<file path="src/source/core_pkg.sv">
`default_nettype none

package core_pkg;

  localparam int xlen = 32;
  localparam int reg_addr_width = 5;
  localparam int mem_addr_width = 8;

  localparam logic [xlen-1:0] ecall_instruction = 32'h0000_0073;

  // funct3 encodings of the supported subset
  localparam logic [2:0] f3_add_sub = 3'b000;
  localparam logic [2:0] f3_slt = 3'b010;
  localparam logic [2:0] f3_xor = 3'b100;
  localparam logic [2:0] f3_or = 3'b110;
  localparam logic [2:0] f3_and = 3'b111;
  localparam logic [2:0] f3_word = 3'b010;
  localparam logic [2:0] f3_beq = 3'b000;
  localparam logic [2:0] f3_bne = 3'b001;

  localparam logic [6:0] f7_base = 7'b0000000;
  localparam logic [6:0] f7_alt = 7'b0100000;

  typedef enum logic [6:0] {
    OpReg    = 7'b0110011,
    OpImm    = 7'b0010011,
    OpLoad   = 7'b0000011,
    OpStore  = 7'b0100011,
    OpBranch = 7'b1100011,
    OpLui    = 7'b0110111,
    OpSystem = 7'b1110011
  } opcode_t;

  typedef enum logic [2:0] {
    AluAdd,
    AluSub,
    AluAnd,
    AluOr,
    AluXor,
    AluSlt,
    AluPassB
  } alu_op_t;

  typedef enum logic [1:0] {
    FwdNone,
    FwdMem,
    FwdWb
  } forward_sel_t;

  typedef enum logic [1:0] {
    OwnerLoader,
    OwnerData,
    OwnerFetch
  } mem_owner_t;

endpackage

`default_nettype wire

</file>
<file path="src/source/pipeline_datapath.sv">
`default_nettype none

module pipeline_datapath
  import core_pkg::*;
(
  input  logic                      clock,
  input  logic                      reset,
  input  logic                      run,
  input  alu_op_t                   alu_op,
  input  logic                      alu_b_imm,
  input  logic                      mem_read,
  input  logic                      mem_write,
  input  logic                      reg_write,
  input  logic                      wb_from_mem,
  input  logic                      is_branch,
  input  logic                      branch_ne,
  input  logic                      is_halt,
  output logic [xlen-1:0]           id_instruction,
  input  forward_sel_t              forward_a,
  input  forward_sel_t              forward_b,
  input  logic                      stall_fetch,
  input  logic                      stall_decode,
  input  logic                      flush_decode,
  input  logic                      flush_execute,
  output logic [reg_addr_width-1:0] id_rs1,
  output logic [reg_addr_width-1:0] id_rs2,
  output logic [reg_addr_width-1:0] ex_rs1,
  output logic [reg_addr_width-1:0] ex_rs2,
  output logic [reg_addr_width-1:0] ex_rd,
  output logic                      ex_mem_read,
  output logic [reg_addr_width-1:0] mem_rd,
  output logic                      mem_reg_write,
  output logic [reg_addr_width-1:0] wb_rd,
  output logic                      wb_reg_write,
  output logic                      branch_taken,
  output logic [reg_addr_width-1:0] rf_rs1,
  output logic [reg_addr_width-1:0] rf_rs2,
  input  logic [xlen-1:0]           rf_data1,
  input  logic [xlen-1:0]           rf_data2,
  output logic                      rf_we,
  output logic [reg_addr_width-1:0] rf_waddr,
  output logic [xlen-1:0]           rf_wdata,
  output logic [mem_addr_width-1:0] fetch_addr,
  input  logic [xlen-1:0]           fetch_data,
  input  logic                      fetch_blocked,
  output logic                      data_read,
  output logic                      data_write,
  output logic [mem_addr_width-1:0] data_addr,
  output logic [xlen-1:0]           write_data,
  input  logic [xlen-1:0]           read_data,
  output logic                      retire_valid,
  output logic [reg_addr_width-1:0] retire_rd,
  output logic [xlen-1:0]           retire_data,
  output logic                      halted
);

  logic            step;
  logic            hold_fetch;
  logic            hold_decode;
  logic            bubble_execute;
  logic            fetch_done;
  logic            fetch_stop;
  logic [xlen-1:0] pc;
  logic [xlen-1:0] id_pc;
  logic [xlen-1:0] id_imm;
  logic [xlen-1:0] ex_pc;
  logic [xlen-1:0] ex_a;
  logic [xlen-1:0] ex_b;
  logic [xlen-1:0] ex_imm;
  alu_op_t         ex_alu_op;
  logic            ex_alu_b_imm;
  logic            ex_mem_write;
  logic            ex_reg_write;
  logic            ex_use_load;
  logic            ex_is_branch;
  logic            ex_branch_ne;
  logic            ex_is_halt;
  logic [xlen-1:0] op_a;
  logic [xlen-1:0] op_b;
  logic [xlen-1:0] alu_b;
  logic [xlen-1:0] alu_result;
  logic [xlen-1:0] branch_target;
  logic [xlen-1:0] mem_alu;
  logic [xlen-1:0] mem_store_data;
  logic            mem_mem_read;
  logic            mem_mem_write;
  logic            mem_use_load;
  logic            mem_is_halt;
  logic [xlen-1:0] wb_alu;
  logic [xlen-1:0] wb_load;
  logic [xlen-1:0] wb_value;
  logic            wb_use_load;
  logic            wb_is_halt;

  function automatic logic [xlen-1:0] forward_value(
    input forward_sel_t    sel,
    input logic [xlen-1:0] stage_value,
    input logic [xlen-1:0] mem_value,
    input logic [xlen-1:0] wb_result
  );
    case (sel)
      FwdMem:  return mem_value;
      FwdWb:   return wb_result;
      default: return stage_value;
    endcase
  endfunction

  assign step = run && !halted;
  assign hold_fetch = stall_fetch || fetch_blocked;
  assign hold_decode = stall_decode || fetch_blocked;
  assign bubble_execute = flush_execute || fetch_blocked;
  // Nothing is fetched once an ECALL has left decode
  assign fetch_stop = fetch_done || (is_halt && !stall_decode && !bubble_execute);

  assign id_rs1 = id_instruction[19:15];
  assign id_rs2 = id_instruction[24:20];
  assign rf_rs1 = id_instruction[19:15];
  assign rf_rs2 = id_instruction[24:20];

  always_comb begin
    case (opcode_t'(id_instruction[6:0]))
      OpStore:  id_imm = {{20{id_instruction[31]}}, id_instruction[31:25], id_instruction[11:7]};
      OpBranch: id_imm = {{19{id_instruction[31]}}, id_instruction[31], id_instruction[7],
                          id_instruction[30:25], id_instruction[11:8], 1'b0};
      OpLui:    id_imm = {id_instruction[31:12], 12'b0};
      default:  id_imm = {{20{id_instruction[31]}}, id_instruction[31:20]};
    endcase
  end

  always_comb begin
    op_a = forward_value(forward_a, ex_a, mem_alu, wb_value);
    op_b = forward_value(forward_b, ex_b, mem_alu, wb_value);
  end

  assign alu_b = ex_alu_b_imm ? ex_imm : op_b;

  always_comb begin
    case (ex_alu_op)
      AluSub:   alu_result = op_a - alu_b;
      AluAnd:   alu_result = op_a & alu_b;
      AluOr:    alu_result = op_a | alu_b;
      AluXor:   alu_result = op_a ^ alu_b;
      AluSlt:   alu_result = {{(xlen-1){1'b0}}, $signed(op_a) < $signed(alu_b)};
      AluPassB: alu_result = alu_b;
      default:  alu_result = op_a + alu_b;
    endcase
  end

  // Branches resolve in EX
  assign branch_taken = ex_is_branch && ((op_a == op_b) != ex_branch_ne);
  assign branch_target = ex_pc + ex_imm;

  assign wb_value = wb_use_load ? wb_load : wb_alu;

  always_ff @(posedge clock) begin
    if (reset) begin
      pc <= '0;
      id_instruction <= '0;
      fetch_done <= 1'b0;
      ex_rs1 <= '0;
      ex_rs2 <= '0;
      ex_rd <= '0;
      ex_alu_op <= AluAdd;
      ex_alu_b_imm <= 1'b0;
      ex_mem_read <= 1'b0;
      ex_mem_write <= 1'b0;
      ex_reg_write <= 1'b0;
      ex_use_load <= 1'b0;
      ex_is_branch <= 1'b0;
      ex_branch_ne <= 1'b0;
      ex_is_halt <= 1'b0;
      mem_rd <= '0;
      mem_mem_read <= 1'b0;
      mem_mem_write <= 1'b0;
      mem_reg_write <= 1'b0;
      mem_use_load <= 1'b0;
      mem_is_halt <= 1'b0;
      wb_rd <= '0;
      wb_reg_write <= 1'b0;
      wb_use_load <= 1'b0;
      wb_is_halt <= 1'b0;
      halted <= 1'b0;
    end else if (step) begin
      if (branch_taken) begin
        pc <= branch_target;
      end else if (!hold_fetch && !fetch_stop) begin
        pc <= pc + 32'd4;
      end
      if (flush_decode) begin
        id_instruction <= '0;
      end else if (!hold_decode) begin
        id_instruction <= fetch_stop ? '0 : fetch_data;
      end
      fetch_done <= fetch_stop;
      ex_rs1 <= id_rs1;
      ex_rs2 <= id_rs2;
      ex_rd <= id_instruction[11:7];
      ex_alu_op <= alu_op;
      ex_alu_b_imm <= alu_b_imm;
      ex_mem_read <= mem_read && !bubble_execute;
      ex_mem_write <= mem_write && !bubble_execute;
      ex_reg_write <= reg_write && !bubble_execute;
      ex_use_load <= wb_from_mem;
      ex_is_branch <= is_branch && !bubble_execute;
      ex_branch_ne <= branch_ne;
      ex_is_halt <= is_halt && !bubble_execute;
      mem_rd <= ex_rd;
      mem_mem_read <= ex_mem_read;
      mem_mem_write <= ex_mem_write;
      mem_reg_write <= ex_reg_write;
      mem_use_load <= ex_use_load;
      mem_is_halt <= ex_is_halt;
      wb_rd <= mem_rd;
      wb_reg_write <= mem_reg_write;
      wb_use_load <= mem_use_load;
      wb_is_halt <= mem_is_halt;
      halted <= wb_is_halt;
    end
  end

  always_ff @(posedge clock) begin
    if (step) begin
      if (!hold_decode) begin
        id_pc <= pc;
      end
      ex_pc <= id_pc;
      ex_a <= rf_data1;
      ex_b <= rf_data2;
      ex_imm <= id_imm;
      mem_alu <= alu_result;
      mem_store_data <= op_b;
      wb_alu <= mem_alu;
      wb_load <= read_data;
    end
  end

  assign fetch_addr = pc[mem_addr_width+1:2];
  assign data_read = mem_mem_read;
  assign data_write = mem_mem_write;
  assign data_addr = mem_alu[mem_addr_width+1:2];
  assign write_data = mem_store_data;

  assign rf_we = step && wb_reg_write && (wb_rd != '0);
  assign rf_waddr = wb_rd;
  assign rf_wdata = wb_value;

  assign retire_valid = rf_we;
  assign retire_rd = wb_rd;
  assign retire_data = wb_value;

endmodule

`default_nettype wire

</file>
<file path="config.mk">
export PLATFORM = sky130hd
export DESIGN_NAME = pipeline_datapath
export DESIGN_NICKNAME = d
export VERILOG_FILES = /design/src/source/core_pkg.sv /design/src/source/pipeline_datapath.sv
export SDC_FILE = /design/constraint.sdc
export NUM_CORES = 1
export LEC_CHECK = 0
export BUFFER_PORTS_ARGS = -buffer_cell sky130_fd_sc_hd__buf_4
export CAP_MARGIN = 20
export CORE_AREA = 2 2 206 208
export CTS_BUF_LIST = sky130_fd_sc_hd__clkbuf_16
export DETAILED_ROUTE_END_ITERATION = 8
export DIE_AREA = 0 0 208 210
export PLACE_DENSITY_LB_ADDON = 0.05
export SYNTH_ARGS = -nofsm -noshare
export SYNTH_HDL_FRONTEND = slang
export SYNTH_SLANG_ARGS = --single-unit
</file>
<file path="constraint.sdc">
create_clock -name clock -period 20.8 [get_ports clock]
set_clock_uncertainty 0.05 [all_clocks]
set_input_delay 4.16 -clock clock [delete_from_list [all_inputs] [get_ports clock]]
set_output_delay 4.16 -clock clock [all_outputs]
set_load 0.005 [all_outputs]
</file>
Yosys cells after proc, flatten, opt, wreduce, memory -nomap -nowiden
Cells that the tools add are included.
Word-level totals
  output and inout bits: 208
  register bits after elaboration: 398
  input port bits: 151
  logic and storage cells: 97
Cells by class
  equality and inequality tests: 16
  add/subtract/negate cells: 4
  bitwise logic cells: 4
  reduce and logical (&&, ||, !) cells: 26
  mux-type cells: 11
  magnitude comparators: 1
Operators with widths (count)
  32-bit 2-to-1 mux: 7
  32-bit case mux with 6 select lines: 1
  32-bit case mux with 2 select lines: 2
  31-bit case mux with 3 select lines: 1
  32-bit adder: 2
  32-bit by 3-bit adder with 32-bit output, second input constant: 1
  32-bit bitwise AND: 1
  32-bit == test: 1
  32-bit less-than comparator: 1
  32-bit OR: 1
  32-bit subtractor: 1
  32-bit XOR: 1
  7-bit by 6-bit == test with 1-bit output, second input constant: 2
  1-bit logical AND: 12
  3-bit == test, second input constant: 3
  7-bit == test, second input constant: 1
  3-bit by 2-bit == test with 1-bit output, second input constant: 2
  2-bit AND reduction: 3
  1-bit logical NOT: 5
  5-bit nonzero test: 1
  2-bit by 1-bit == test with 1-bit output, second input constant: 2
  2-bit == test, second input constant: 2
  1-bit logical OR: 4
  3-bit by 1-bit == test with 1-bit output, second input constant: 1
  4 further kinds: 4

Longest topological paths before layout
Gate-level depths: netlist of run 1.
  depth after elaboration: 8
  depth in mapped cells: 22
  depth with buffers taken out: 18

Least setup slack after synthesis of run 1
No wires, ideal clock.
  path type: input port to output port
  from: input run
  to: output rf_we
  stages: 7
  setup slack: 4269 ps
  arrival: 12321 ps
  path through: nand2b_1 -> clkbuf_1 -> inv_1 -> clkbuf_1 -> buf_1 -> o311a_1 -> buf_4
Between the ends
  cells in the longest elaborated chain, start to end: 3
RTL lines
  from (decl): RTL line pipeline_datapath.sv:8  | input logic run,
  1-bit logical AND: RTL line pipeline_datapath.sv:108  | assign step = run && !halted;
  named net step: RTL line pipeline_datapath.sv:57  | logic step;
  1-bit logical AND (2 in a row): RTL line pipeline_datapath.sv:243  | assign rf_we = step && wb_reg_write && (wb_rd != '0);
  to (decl): RTL line pipeline_datapath.sv:40  | output logic rf_we,
The timed path passes the listed nets, and every way through them passes these cells.

Worst setup path in the final report of run 1
  from: input forward_a[0]
  to: output branch_taken
Between the ends
  cells in the longest elaborated chain, start to end: 5
  elaborated cells between the ends (all ways): 6
  those cells by class: 4 x eq/ne; 1 x mux; 1 x reduce/logical
RTL lines
  from (decl): RTL line pipeline_datapath.sv:19  | input forward_sel_t forward_a,
  2-bit == test or 2-bit by 1-bit == test with 1-bit output (tied branches): RTL line pipeline_datapath.sv:101  | case (sel)
  32-bit case mux with 2 select lines *: RTL line pipeline_datapath.sv:101
  32-bit == test *: RTL line pipeline_datapath.sv:150  | assign branch_taken = ex_is_branch && ((op_a == op_b) != ex_branch_ne);
  1-bit != test *: RTL line pipeline_datapath.sv:150
  1-bit logical AND *: RTL line pipeline_datapath.sv:150
  to (decl): RTL line pipeline_datapath.sv:35  | output logic branch_taken,
Mark *: on every way between the ends. The rest lies on a longest branch, timed or not.

==> metrics.txt, run 1 <==
Pint 1450 uW; via count of the routed design 18300; maximum achievable frequency 79.8 MHz; initial standard-cell utilization of the core 49.7%; max capacitance violation total 0; reg-to-reg slack, setup 14130 ps; post-synth design cell area 20600 um2; total gr overflow 0; Sequential Power Share 37.6%; number of gates resized after cts 0; later-pin clock latency in the skew report 550 ps; combinational group share of total power 32.0%; Buffers on Ports 358; most used flip-flop cell after synthesis sky130_fd_sc_hd__edfxtp_1; core footprint 41500 um2; final layout net count 2640; CTS H-tree lvls 2; final weighted congestion of routability-driven global placement 1.01; via-per-instance ratio 6.21; DRT iter0 DRCs 1656; drt pass-1 iters 6; final clock period utilization by the worst path 60.2%; Switching Share 34.0%; layout-stage area growth over the synthesis result 18.2%; GRT Total Usage 31.5%; post-route antenna net violation count 0; first-pass GRT wire length 105000 um; count of boundary I/O pins 359; type of origin of the critical path primary input; leakage power total 0.0102 uW; status completed; type of destination of the critical path output pin; instance area after placement 23100 um2; deepest clock path buffer count 3; Worst slew margin 19.9%; via count of the first global-routing pass 17200; pin slew with the least headroom to its limit 1190 ps; Pwr per Cell Area 90.4 nW/um2; remaining routing DRC violations 0; CTS Sinks 332; worst-case vdd ir drop 0.0711 mV; Routed wire per std cell 24.3 um; root buf cell sky130_fd_sc_hd__clkbuf_16; synthesized flop and latch total 332; final routed wirelength across all metal layers 71600 um; antenna violations before repair 1; clock group share of total power 30.4%; detailed placer's ending HPWL 53000 um; die outline width 208 um; number of endpoints failing setup at the final stage 0; portion of the post-synthesis area used by sequential elements 44.1%; Post-Synthesis Cells 2152; largest net degree at the start of global routing 85; number of hold violations in the final report 0; Ys Warns 0; fraction of final layout cells with drive strength greater than 1 21.1%; share of async-settable or async-resettable flops after synthesis 0%; net switching component of the power 749 uW; total negative slack 0 ps; die extent in y 210 um; worst hold path type reg2reg; Distinct cells, synth 95; synthesized area divided by synthesized cell count 9.57 um2; Finished Cell Area 24300 um2; Inserted Clock Buffers 37; TritonCTS clock tree done; crit path time final 12520 ps; data required time at the worst endpoint 16590 ps; post-CTS setup buffer count 0; data arrival time of the worst path 8310 ps; start-to-end type of the worst setup path in2out; clock edge transition at the registers on the reported setup and hold paths 60 ps; maximum net fanout on the critical path 46; Placement Rows 75; Mapped Nets 2417; Hold WS 367 ps; overall die area 43700 um2; count of flip-flops with a built-in enable after synthesis 244; Final Slew Violations 0; setup repair after global routing missed its margin no; number of buffers added to fix hold violations after cts 0; antenna diode instance count 0
worst paths after layout:
check,from,to,depth (start not counted)
hold reg to reg,id_pc[7],ex_pc[7],0
setup / recovery,forward_a[0],branch_taken,14
hold / removal,id_pc[7],ex_pc[7],0
setup reg to reg,wb_use_load,mem_alu[31],17
synthesized netlist by cell type, types with 6 or more instances:
cell type,instances,share of area [%]
sky130_fd_sc_hd__a2111oi_0,6,0.26
sky130_fd_sc_hd__a211o_1,9,0.38
sky130_fd_sc_hd__a211oi_1,23,0.84
sky130_fd_sc_hd__a21o_1,35,1.3
sky130_fd_sc_hd__a21oi_1,184,4.5
sky130_fd_sc_hd__a221o_1,22,1.1
sky130_fd_sc_hd__a22o_1,13,0.55
sky130_fd_sc_hd__a22oi_1,65,2.4
sky130_fd_sc_hd__a311oi_1,10,0.43
sky130_fd_sc_hd__a31oi_1,15,0.46
sky130_fd_sc_hd__and2_1,11,0.33
sky130_fd_sc_hd__and3_1,10,0.30
sky130_fd_sc_hd__buf_1,14,0.26
sky130_fd_sc_hd__buf_2,17,0.41
sky130_fd_sc_hd__buf_4,85,3.1
sky130_fd_sc_hd__clkbuf_1,86,1.6
sky130_fd_sc_hd__dfxtp_1,88,8.6
sky130_fd_sc_hd__edfxtp_1,244,36
sky130_fd_sc_hd__ha_1,111,6.7
sky130_fd_sc_hd__inv_1,155,2.8
sky130_fd_sc_hd__mux2_2,15,0.82
sky130_fd_sc_hd__mux2i_1,48,2.3
sky130_fd_sc_hd__nand2_1,202,3.7
sky130_fd_sc_hd__nand2b_1,17,0.52
sky130_fd_sc_hd__nand3_1,31,0.75
sky130_fd_sc_hd__nand3b_1,15,0.55
sky130_fd_sc_hd__nand4_1,18,0.55
sky130_fd_sc_hd__nor2_1,118,2.2
sky130_fd_sc_hd__nor2b_1,21,0.64
sky130_fd_sc_hd__nor3_1,32,0.78
sky130_fd_sc_hd__nor4_1,6,0.18
sky130_fd_sc_hd__o2111ai_1,6,0.26
sky130_fd_sc_hd__o211a_1,11,0.53
sky130_fd_sc_hd__o211ai_1,13,0.47
sky130_fd_sc_hd__o21ai_0,137,3.3
sky130_fd_sc_hd__o21bai_1,18,0.66
sky130_fd_sc_hd__o221ai_1,20,0.85
sky130_fd_sc_hd__o22ai_1,30,0.91
sky130_fd_sc_hd__o31ai_1,12,0.44
sky130_fd_sc_hd__or3_1,15,0.46
sky130_fd_sc_hd__xnor2_1,38,1.6
sky130_fd_sc_hd__xor2_1,14,0.60
layout by cell type (no fill, tap or decap), types with 11 or more instances in the layout:
| master | instances |
|---|---|
| sky130_fd_sc_hd__nand3b_1 | 15 |
| sky130_fd_sc_hd__nor3_1 | 30 |
| sky130_fd_sc_hd__nand4_1 | 18 |
| sky130_fd_sc_hd__nor2b_1 | 21 |
| sky130_fd_sc_hd__or3_1 | 15 |
| sky130_fd_sc_hd__o221ai_1 | 20 |
| sky130_fd_sc_hd__nand3_1 | 31 |
| sky130_fd_sc_hd__buf_4 | 390 |
| sky130_fd_sc_hd__nand2b_1 | 16 |
| sky130_fd_sc_hd__clkbuf_16 | 39 |
| sky130_fd_sc_hd__a22oi_1 | 65 |
| sky130_fd_sc_hd__and2_1 | 11 |
| sky130_fd_sc_hd__a21o_1 | 35 |
| sky130_fd_sc_hd__xnor2_1 | 38 |
| sky130_fd_sc_hd__mux2i_1 | 48 |
| sky130_fd_sc_hd__dfxtp_1 | 85 |
| sky130_fd_sc_hd__xor2_1 | 14 |
| sky130_fd_sc_hd__ha_1 | 111 |
| sky130_fd_sc_hd__o211a_1 | 11 |
| sky130_fd_sc_hd__a22o_1 | 13 |
| sky130_fd_sc_hd__a221o_1 | 22 |
| sky130_fd_sc_hd__o31ai_1 | 12 |
| sky130_fd_sc_hd__mux2_2 | 15 |
| sky130_fd_sc_hd__edfxtp_1 | 244 |
| sky130_fd_sc_hd__o22ai_1 | 30 |
| sky130_fd_sc_hd__o21bai_1 | 18 |
| sky130_fd_sc_hd__inv_1 | 163 |
| sky130_fd_sc_hd__a31oi_1 | 15 |
| sky130_fd_sc_hd__nand2_1 | 202 |
| sky130_fd_sc_hd__o211ai_1 | 13 |
| sky130_fd_sc_hd__nor2_1 | 118 |
| sky130_fd_sc_hd__a211oi_1 | 23 |
| sky130_fd_sc_hd__o21ai_0 | 137 |
| sky130_fd_sc_hd__a21oi_1 | 183 |
metrics by stage:
stage	setup slack [ps]	total power, uW	util, %	std cells
2_1_floorplan	4270	1280	-	2152
3_3_place_gp	8450	1520	55.7	2875
3_5_place_dp	8370	1520	55.7	2875
4_1_cts	8370	2200	58.7	2942
5_1_grt	8070	2290	58.7	2942
6_report	8280	2200	58.7	2942
power groups by stage:
| stage | Clock, uW | Combinational [uW] | Sequential, uW |
|---|---|---|---|
| 2_1_floorplan | 0 | 456 | 822 |
| 3_3_place_gp | 0 | 679 | 840 |
| 3_5_place_dp | 0 | 685 | 840 |
| 4_1_cts | 681 | 689 | 826 |
| 5_1_grt | 707 | 757 | 831 |
| 6_report | 668 | 704 | 827 |
logic make-up (layout without fill, tap and decap cells):
| family | count (synthesis) | count (layout) | share of synthesized area, % |
|---|---|---|---|
| and+or+nand+nor | 525 | 525 | 12.2 |
| muxes | 64 | 64 | 3.23 |
| DFF | 332 | 332 | 44.1 |
| xor gates and xnor gates | 52 | 52 | 2.21 |
| buffers and inverters | 367 | 618 | 8.48 |
| adders and majority gates | 115 | 115 | 7.08 |
| AOI/OAI and AO/OA | 697 | 697 | 22.7 |
critical path, cell delays in order:
cell	delay (ps)
sky130_fd_sc_hd__buf_4	90
sky130_fd_sc_hd__inv_1	50
sky130_fd_sc_hd__ha_1	280
sky130_fd_sc_hd__buf_4	290
sky130_fd_sc_hd__nor2b_2	650
sky130_fd_sc_hd__nand2_1	220
sky130_fd_sc_hd__a31oi_1	220
sky130_fd_sc_hd__a211oi_1	120
sky130_fd_sc_hd__or4_4	580
sky130_fd_sc_hd__or4_4	580
sky130_fd_sc_hd__o21ai_2	550
sky130_fd_sc_hd__and2_4	290
sky130_fd_sc_hd__inv_4	60
sky130_fd_sc_hd__buf_4	130
area by class of cell:
class                           count  area [um2]
Sequential cell                   332        9090
Multi-Input combinational cell   1453        9790
Timing Repair Buffer              390        2930
Fill cell                        3626       17100
Tap cell                          539         674
Inverter                          161         614
Clock inverter                     28         273
Clock buffer                       39         976
state kept, by name, summed over array words and instances (netlist names), 3 cells and up:
register,cells
ex_pc,10
mem_rd,5
ex_imm,32
mem_alu,32
id_pc,10
ex_rd,5
ex_b,32
id_instruction,32
write_data,32
pc,10
wb_alu,32
wb_load,32
ex_alu_op,3
ex_rs2,5
ex_rs1,5
retire_rd,5
ex_a,32
per-layer routing:
layer	up-vias	part of all wire, %	track usage [%]
met1	8775	41	42.5
li1	8289	-	-
met5	-	0.022	0
met3	163	8.7	5.01
met2	1048	46	50.4
met4	2	4.5	14.1
(Power assumes the default switching activity.)
==> inputs of run 2 (changes only) <==
--- a/config.mk
+++ b/config.mk
@@ -5,12 +5,13 @@
 export SDC_FILE = /design/constraint.sdc
 export NUM_CORES = 1
 export LEC_CHECK = 0
+export ABC_AREA = 1
 export BUFFER_PORTS_ARGS = -buffer_cell sky130_fd_sc_hd__buf_4
 export CAP_MARGIN = 20
-export CORE_AREA = 2 2 206 208
+export CORE_AREA = 2 2 207 209
 export CTS_BUF_LIST = sky130_fd_sc_hd__clkbuf_16
 export DETAILED_ROUTE_END_ITERATION = 8
-export DIE_AREA = 0 0 208 210
+export DIE_AREA = 0 0 209 211
 export PLACE_DENSITY_LB_ADDON = 0.05
 export SYNTH_ARGS = -nofsm -noshare
 export SYNTH_HDL_FRONTEND = slang
==> constraint.sdc (replaced) <==
create_clock -name clock -period 12.6 [get_ports clock]
set_clock_uncertainty 0.05 [all_clocks]
set_input_delay 2.52 -clock clock [delete_from_list [all_inputs] [get_ports clock]]
set_output_delay 2.52 -clock clock [all_outputs]
set_load 0.005 [all_outputs]
==> run 2 against run 1 <==
Net effect: synthesized area up 0.35%; first-iteration DRC count up 19%; count of clock-buffer cells in the layout up 1; synthesized cell count up 21%; worst hold slack better by 1.7 ps; sequential power up 69%; total power up 75%; utilization down 0.39 points; design area about the same; worst setup slack worse by 4500 ps; non-clock buffer count down 13; critical path type unchanged.
==> metrics.txt, run 2 <==
status completed; worst hold path type reg2reg; TritonCTS clock tree done; root buf cell sky130_fd_sc_hd__clkbuf_16; most common cell after layout, fill and taps aside sky130_fd_sc_hd__nand2_1; leading area contributor after synthesis sky130_fd_sc_hd__edfxtp_1; share of async-settable or async-resettable flops after synthesis 0% (unchanged); Distinct cells, synth 54 (-43%); top cells by area in the synthesized netlist sky130_fd_sc_hd__edfxtp_1 35%, sky130_fd_sc_hd__nand2_1 11%, sky130_fd_sc_hd__dfxtp_1 8.5%; Buffers on Ports 358 (unchanged); synthesized flop and latch total 332 (unchanged); count of flip-flops with a built-in enable after synthesis 244 (unchanged); Switching Share 38.5% (+4.4 points); total gr overflow 0 (unchanged); number of buffers added to fix hold violations after cts 0 (unchanged); data required time at the worst endpoint 10030 ps (-6560 ps); data arrival time of the worst path 6220 ps (-2090 ps); drt pass-1 iters 5 (-1); Placement Rows 75 (unchanged); setup repair after global routing missed its margin no; start-to-end type of the worst setup path in2out; net switching component of the power 1480 uW (+98%); Pwr per Cell Area 158 nW/um2 (+75%); maximum achievable frequency 114 MHz; CTS Sinks 332 (unchanged); instance area after placement 23100 um2 (about the same); maximum net fanout on the critical path 50 (+8.7%); commonest cells in the netlist 604 x sky130_fd_sc_hd__nand2_1, 273 x sky130_fd_sc_hd__inv_1, 266 x sky130_fd_sc_hd__a21oi_1; clock edge transition at the registers on the reported setup and hold paths 60 ps (about the same); Mapped Nets 2862 (+18%); post-CTS setup buffer count 0 (unchanged); number of gates resized after cts 0 (unchanged); via-per-instance ratio 5.78 (-7.0%); type of destination of the critical path output pin; final clock period utilization by the worst path 69.7%; Inserted Clock Buffers 38 (+2.7%); detailed placer's ending HPWL 60800 um (+15%); crit path time final 8790 ps; fraction of final layout cells with drive strength greater than 1 18.0% (-3.1 points); number of endpoints failing setup at the final stage 0 (unchanged); antenna violations before repair 2 (+1); largest net degree at the start of global routing 79 (-7.1%); Ys Warns 0 (unchanged); GR Layer Usage met3 6.56% (+1.6 points); final weighted congestion of routability-driven global placement 1.03 (+2.2%); overall die area 44100 um2 (+0.96%); DRT iter0 DRCs 1966 (+19%); number of hold violations in the final report 0 (unchanged); Routed wire per std cell 23.9 um (-1.9%); layout-stage area growth over the synthesis result 17.8%; most repeated cell in the gate-level netlist after synthesis sky130_fd_sc_hd__nand2_1; via count of the first global-routing pass 18500 (+7.5%); Finished Cell Area 24300 um2 (about the same); initial standard-cell utilization of the core 49.5% (-0.16 points); core footprint 41800 um2 (+0.68%); deepest clock path buffer count 3 (unchanged); max capacitance violation total 0 (unchanged); GRT met2 Usage 61.0% (+11 points); leading cell types in the layout, fill and taps excluded 603 x sky130_fd_sc_hd__nand2_1, 377 x sky130_fd_sc_hd__buf_4, 283 x sky130_fd_sc_hd__inv_1; Sequential Power Share 36.2% (-1.4 points); antenna diode instance count 0 (unchanged); remaining routing DRC violations 0 (unchanged); Pint 2370 uW (+64%); total negative slack 0 ps (unchanged); final routed wirelength across all metal layers 80900 um (+13%); Post-Synthesis Cells 2597 (+21%); count of boundary I/O pins 359 (unchanged); Hold WS 368 ps (+1.72 ps); via count of the routed design 19600 (+7.2%); worst-case vdd ir drop 0.0941 mV (+32%); share of the synthesized area in the top cell type 35.5% (-0.12 points); leakage power total 0.0109 uW (+6.7%); GRT Total Usage 36.3% (+4.8 points); synthesized area divided by synthesized cell count 7.96 um2 (-17%); first-pass GRT wire length 118000 um (+12%); clock group share of total power 28.9% (-1.5 points); portion of the post-synthesis area used by sequential elements 44.0% (-0.15 points); met1 routing resource usage after global routing 43.0% (+0.56 points); die outline width 209 um (+0.48%); post-synth design cell area 20700 um2 (+0.35%); CTS H-tree lvls 2 (unchanged); final layout net count 3088 (+17%); Worst slew margin 25.0% (+5.1 points); most used flip-flop cell after synthesis sky130_fd_sc_hd__edfxtp_1; Final Slew Violations 0 (unchanged); later-pin clock latency in the skew report 600 ps (+50 ps); post-route antenna net violation count 0 (unchanged); pin slew with the least headroom to its limit 1120 ps (-65.5 ps); die extent in y 211 um (+0.48%); combinational group share of total power 34.9% (+2.9 points); peak-usage layer in the global routing report met2; type of origin of the critical path primary input
-- run 2: routing by layer --
| layer | share of wire, % | wire, um |
|---|---|---|
| met1 | 37 | 29800 |
| met2 | 47 | 38400 |
| met3 | 8.5 | 6880 |
| met4 | 7.2 | 5840 |
| met5 | 0.017 | 14 |
-- run 2: cell families after synthesis --
kind of cell / share of synthesized area [%]
xor gates and xnor gates: 1.48
and+or+nand+nor: 20.8
AOI/OAI and AO/OA: 16.2
DFF: 44.0
adders and majority gates: 7.01
buffers and inverters: 10.5
-- run 2: worst max-delay path, stage by stage --
cell,delay (ps)
sky130_fd_sc_hd__buf_4,110
sky130_fd_sc_hd__inv_1,80
sky130_fd_sc_hd__ha_2,280
sky130_fd_sc_hd__buf_4,290
sky130_fd_sc_hd__inv_2,870
sky130_fd_sc_hd__nor2_1,140
sky130_fd_sc_hd__a21oi_1,470
sky130_fd_sc_hd__nand2_1,100
sky130_fd_sc_hd__nand2_1,80
sky130_fd_sc_hd__nand2_1,40
sky130_fd_sc_hd__nor2_1,90
sky130_fd_sc_hd__nand2_1,70
sky130_fd_sc_hd__nor2_2,280
sky130_fd_sc_hd__nand3_2,300
sky130_fd_sc_hd__nand3_4,250
sky130_fd_sc_hd__inv_1,60
sky130_fd_sc_hd__buf_4,130
-- run 2: cell type report --
| cell class | instances | area [um2] |
|---|---|---|
| Sequential cell | 332 | 9090 |
| Clock buffer | 40 | 1000 |
| Tap cell | 539 | 674 |
| Inverter | 279 | 1060 |
| Multi-Input combinational cell | 1795 | 9460 |
| Fill cell | 3776 | 17400 |
| Clock inverter | 28 | 239 |
| Timing Repair Buffer | 377 | 2830 |
-- run 2: worst paths after layout --
kind | startpoint | endpoint | slack, ps | cells past startpoint
hold reg to reg | id_pc[0] | ex_pc[0] | 370 | 0
setup reg to reg | wb_use_load | mem_alu[27] | 6710 | 24
hold / removal | id_pc[0] | ex_pc[0] | 370 | 0
setup / recovery | forward_a[0] | branch_taken | 3810 | 17
-- run 2: metrics by stage --
| step | worst slack (ps) | instances | total power (uW) | util (%) |
|---|---|---|---|---|
| finish | 3810 | 3390 | 3860 | 58.3 |
| global route | 3550 | 3390 | 4020 | 58.3 |
| floorplan | 2340 | 2597 | 2210 | - |
| CTS | 3920 | 3390 | 3830 | 58.3 |
| global placement | 3990 | 3322 | 2730 | 55.3 |
| detailed placement | 3930 | 3322 | 2730 | 55.3 |
-- run 2: power by group through the flow --
stage	clock (uW)	combinational, uW	sequential (uW)
floorplan	0	830	1380
global placement	0	1310	1410
detailed placement	0	1320	1410
CTS	1120	1320	1390
global route	1160	1460	1400
finish	1110	1350	1400
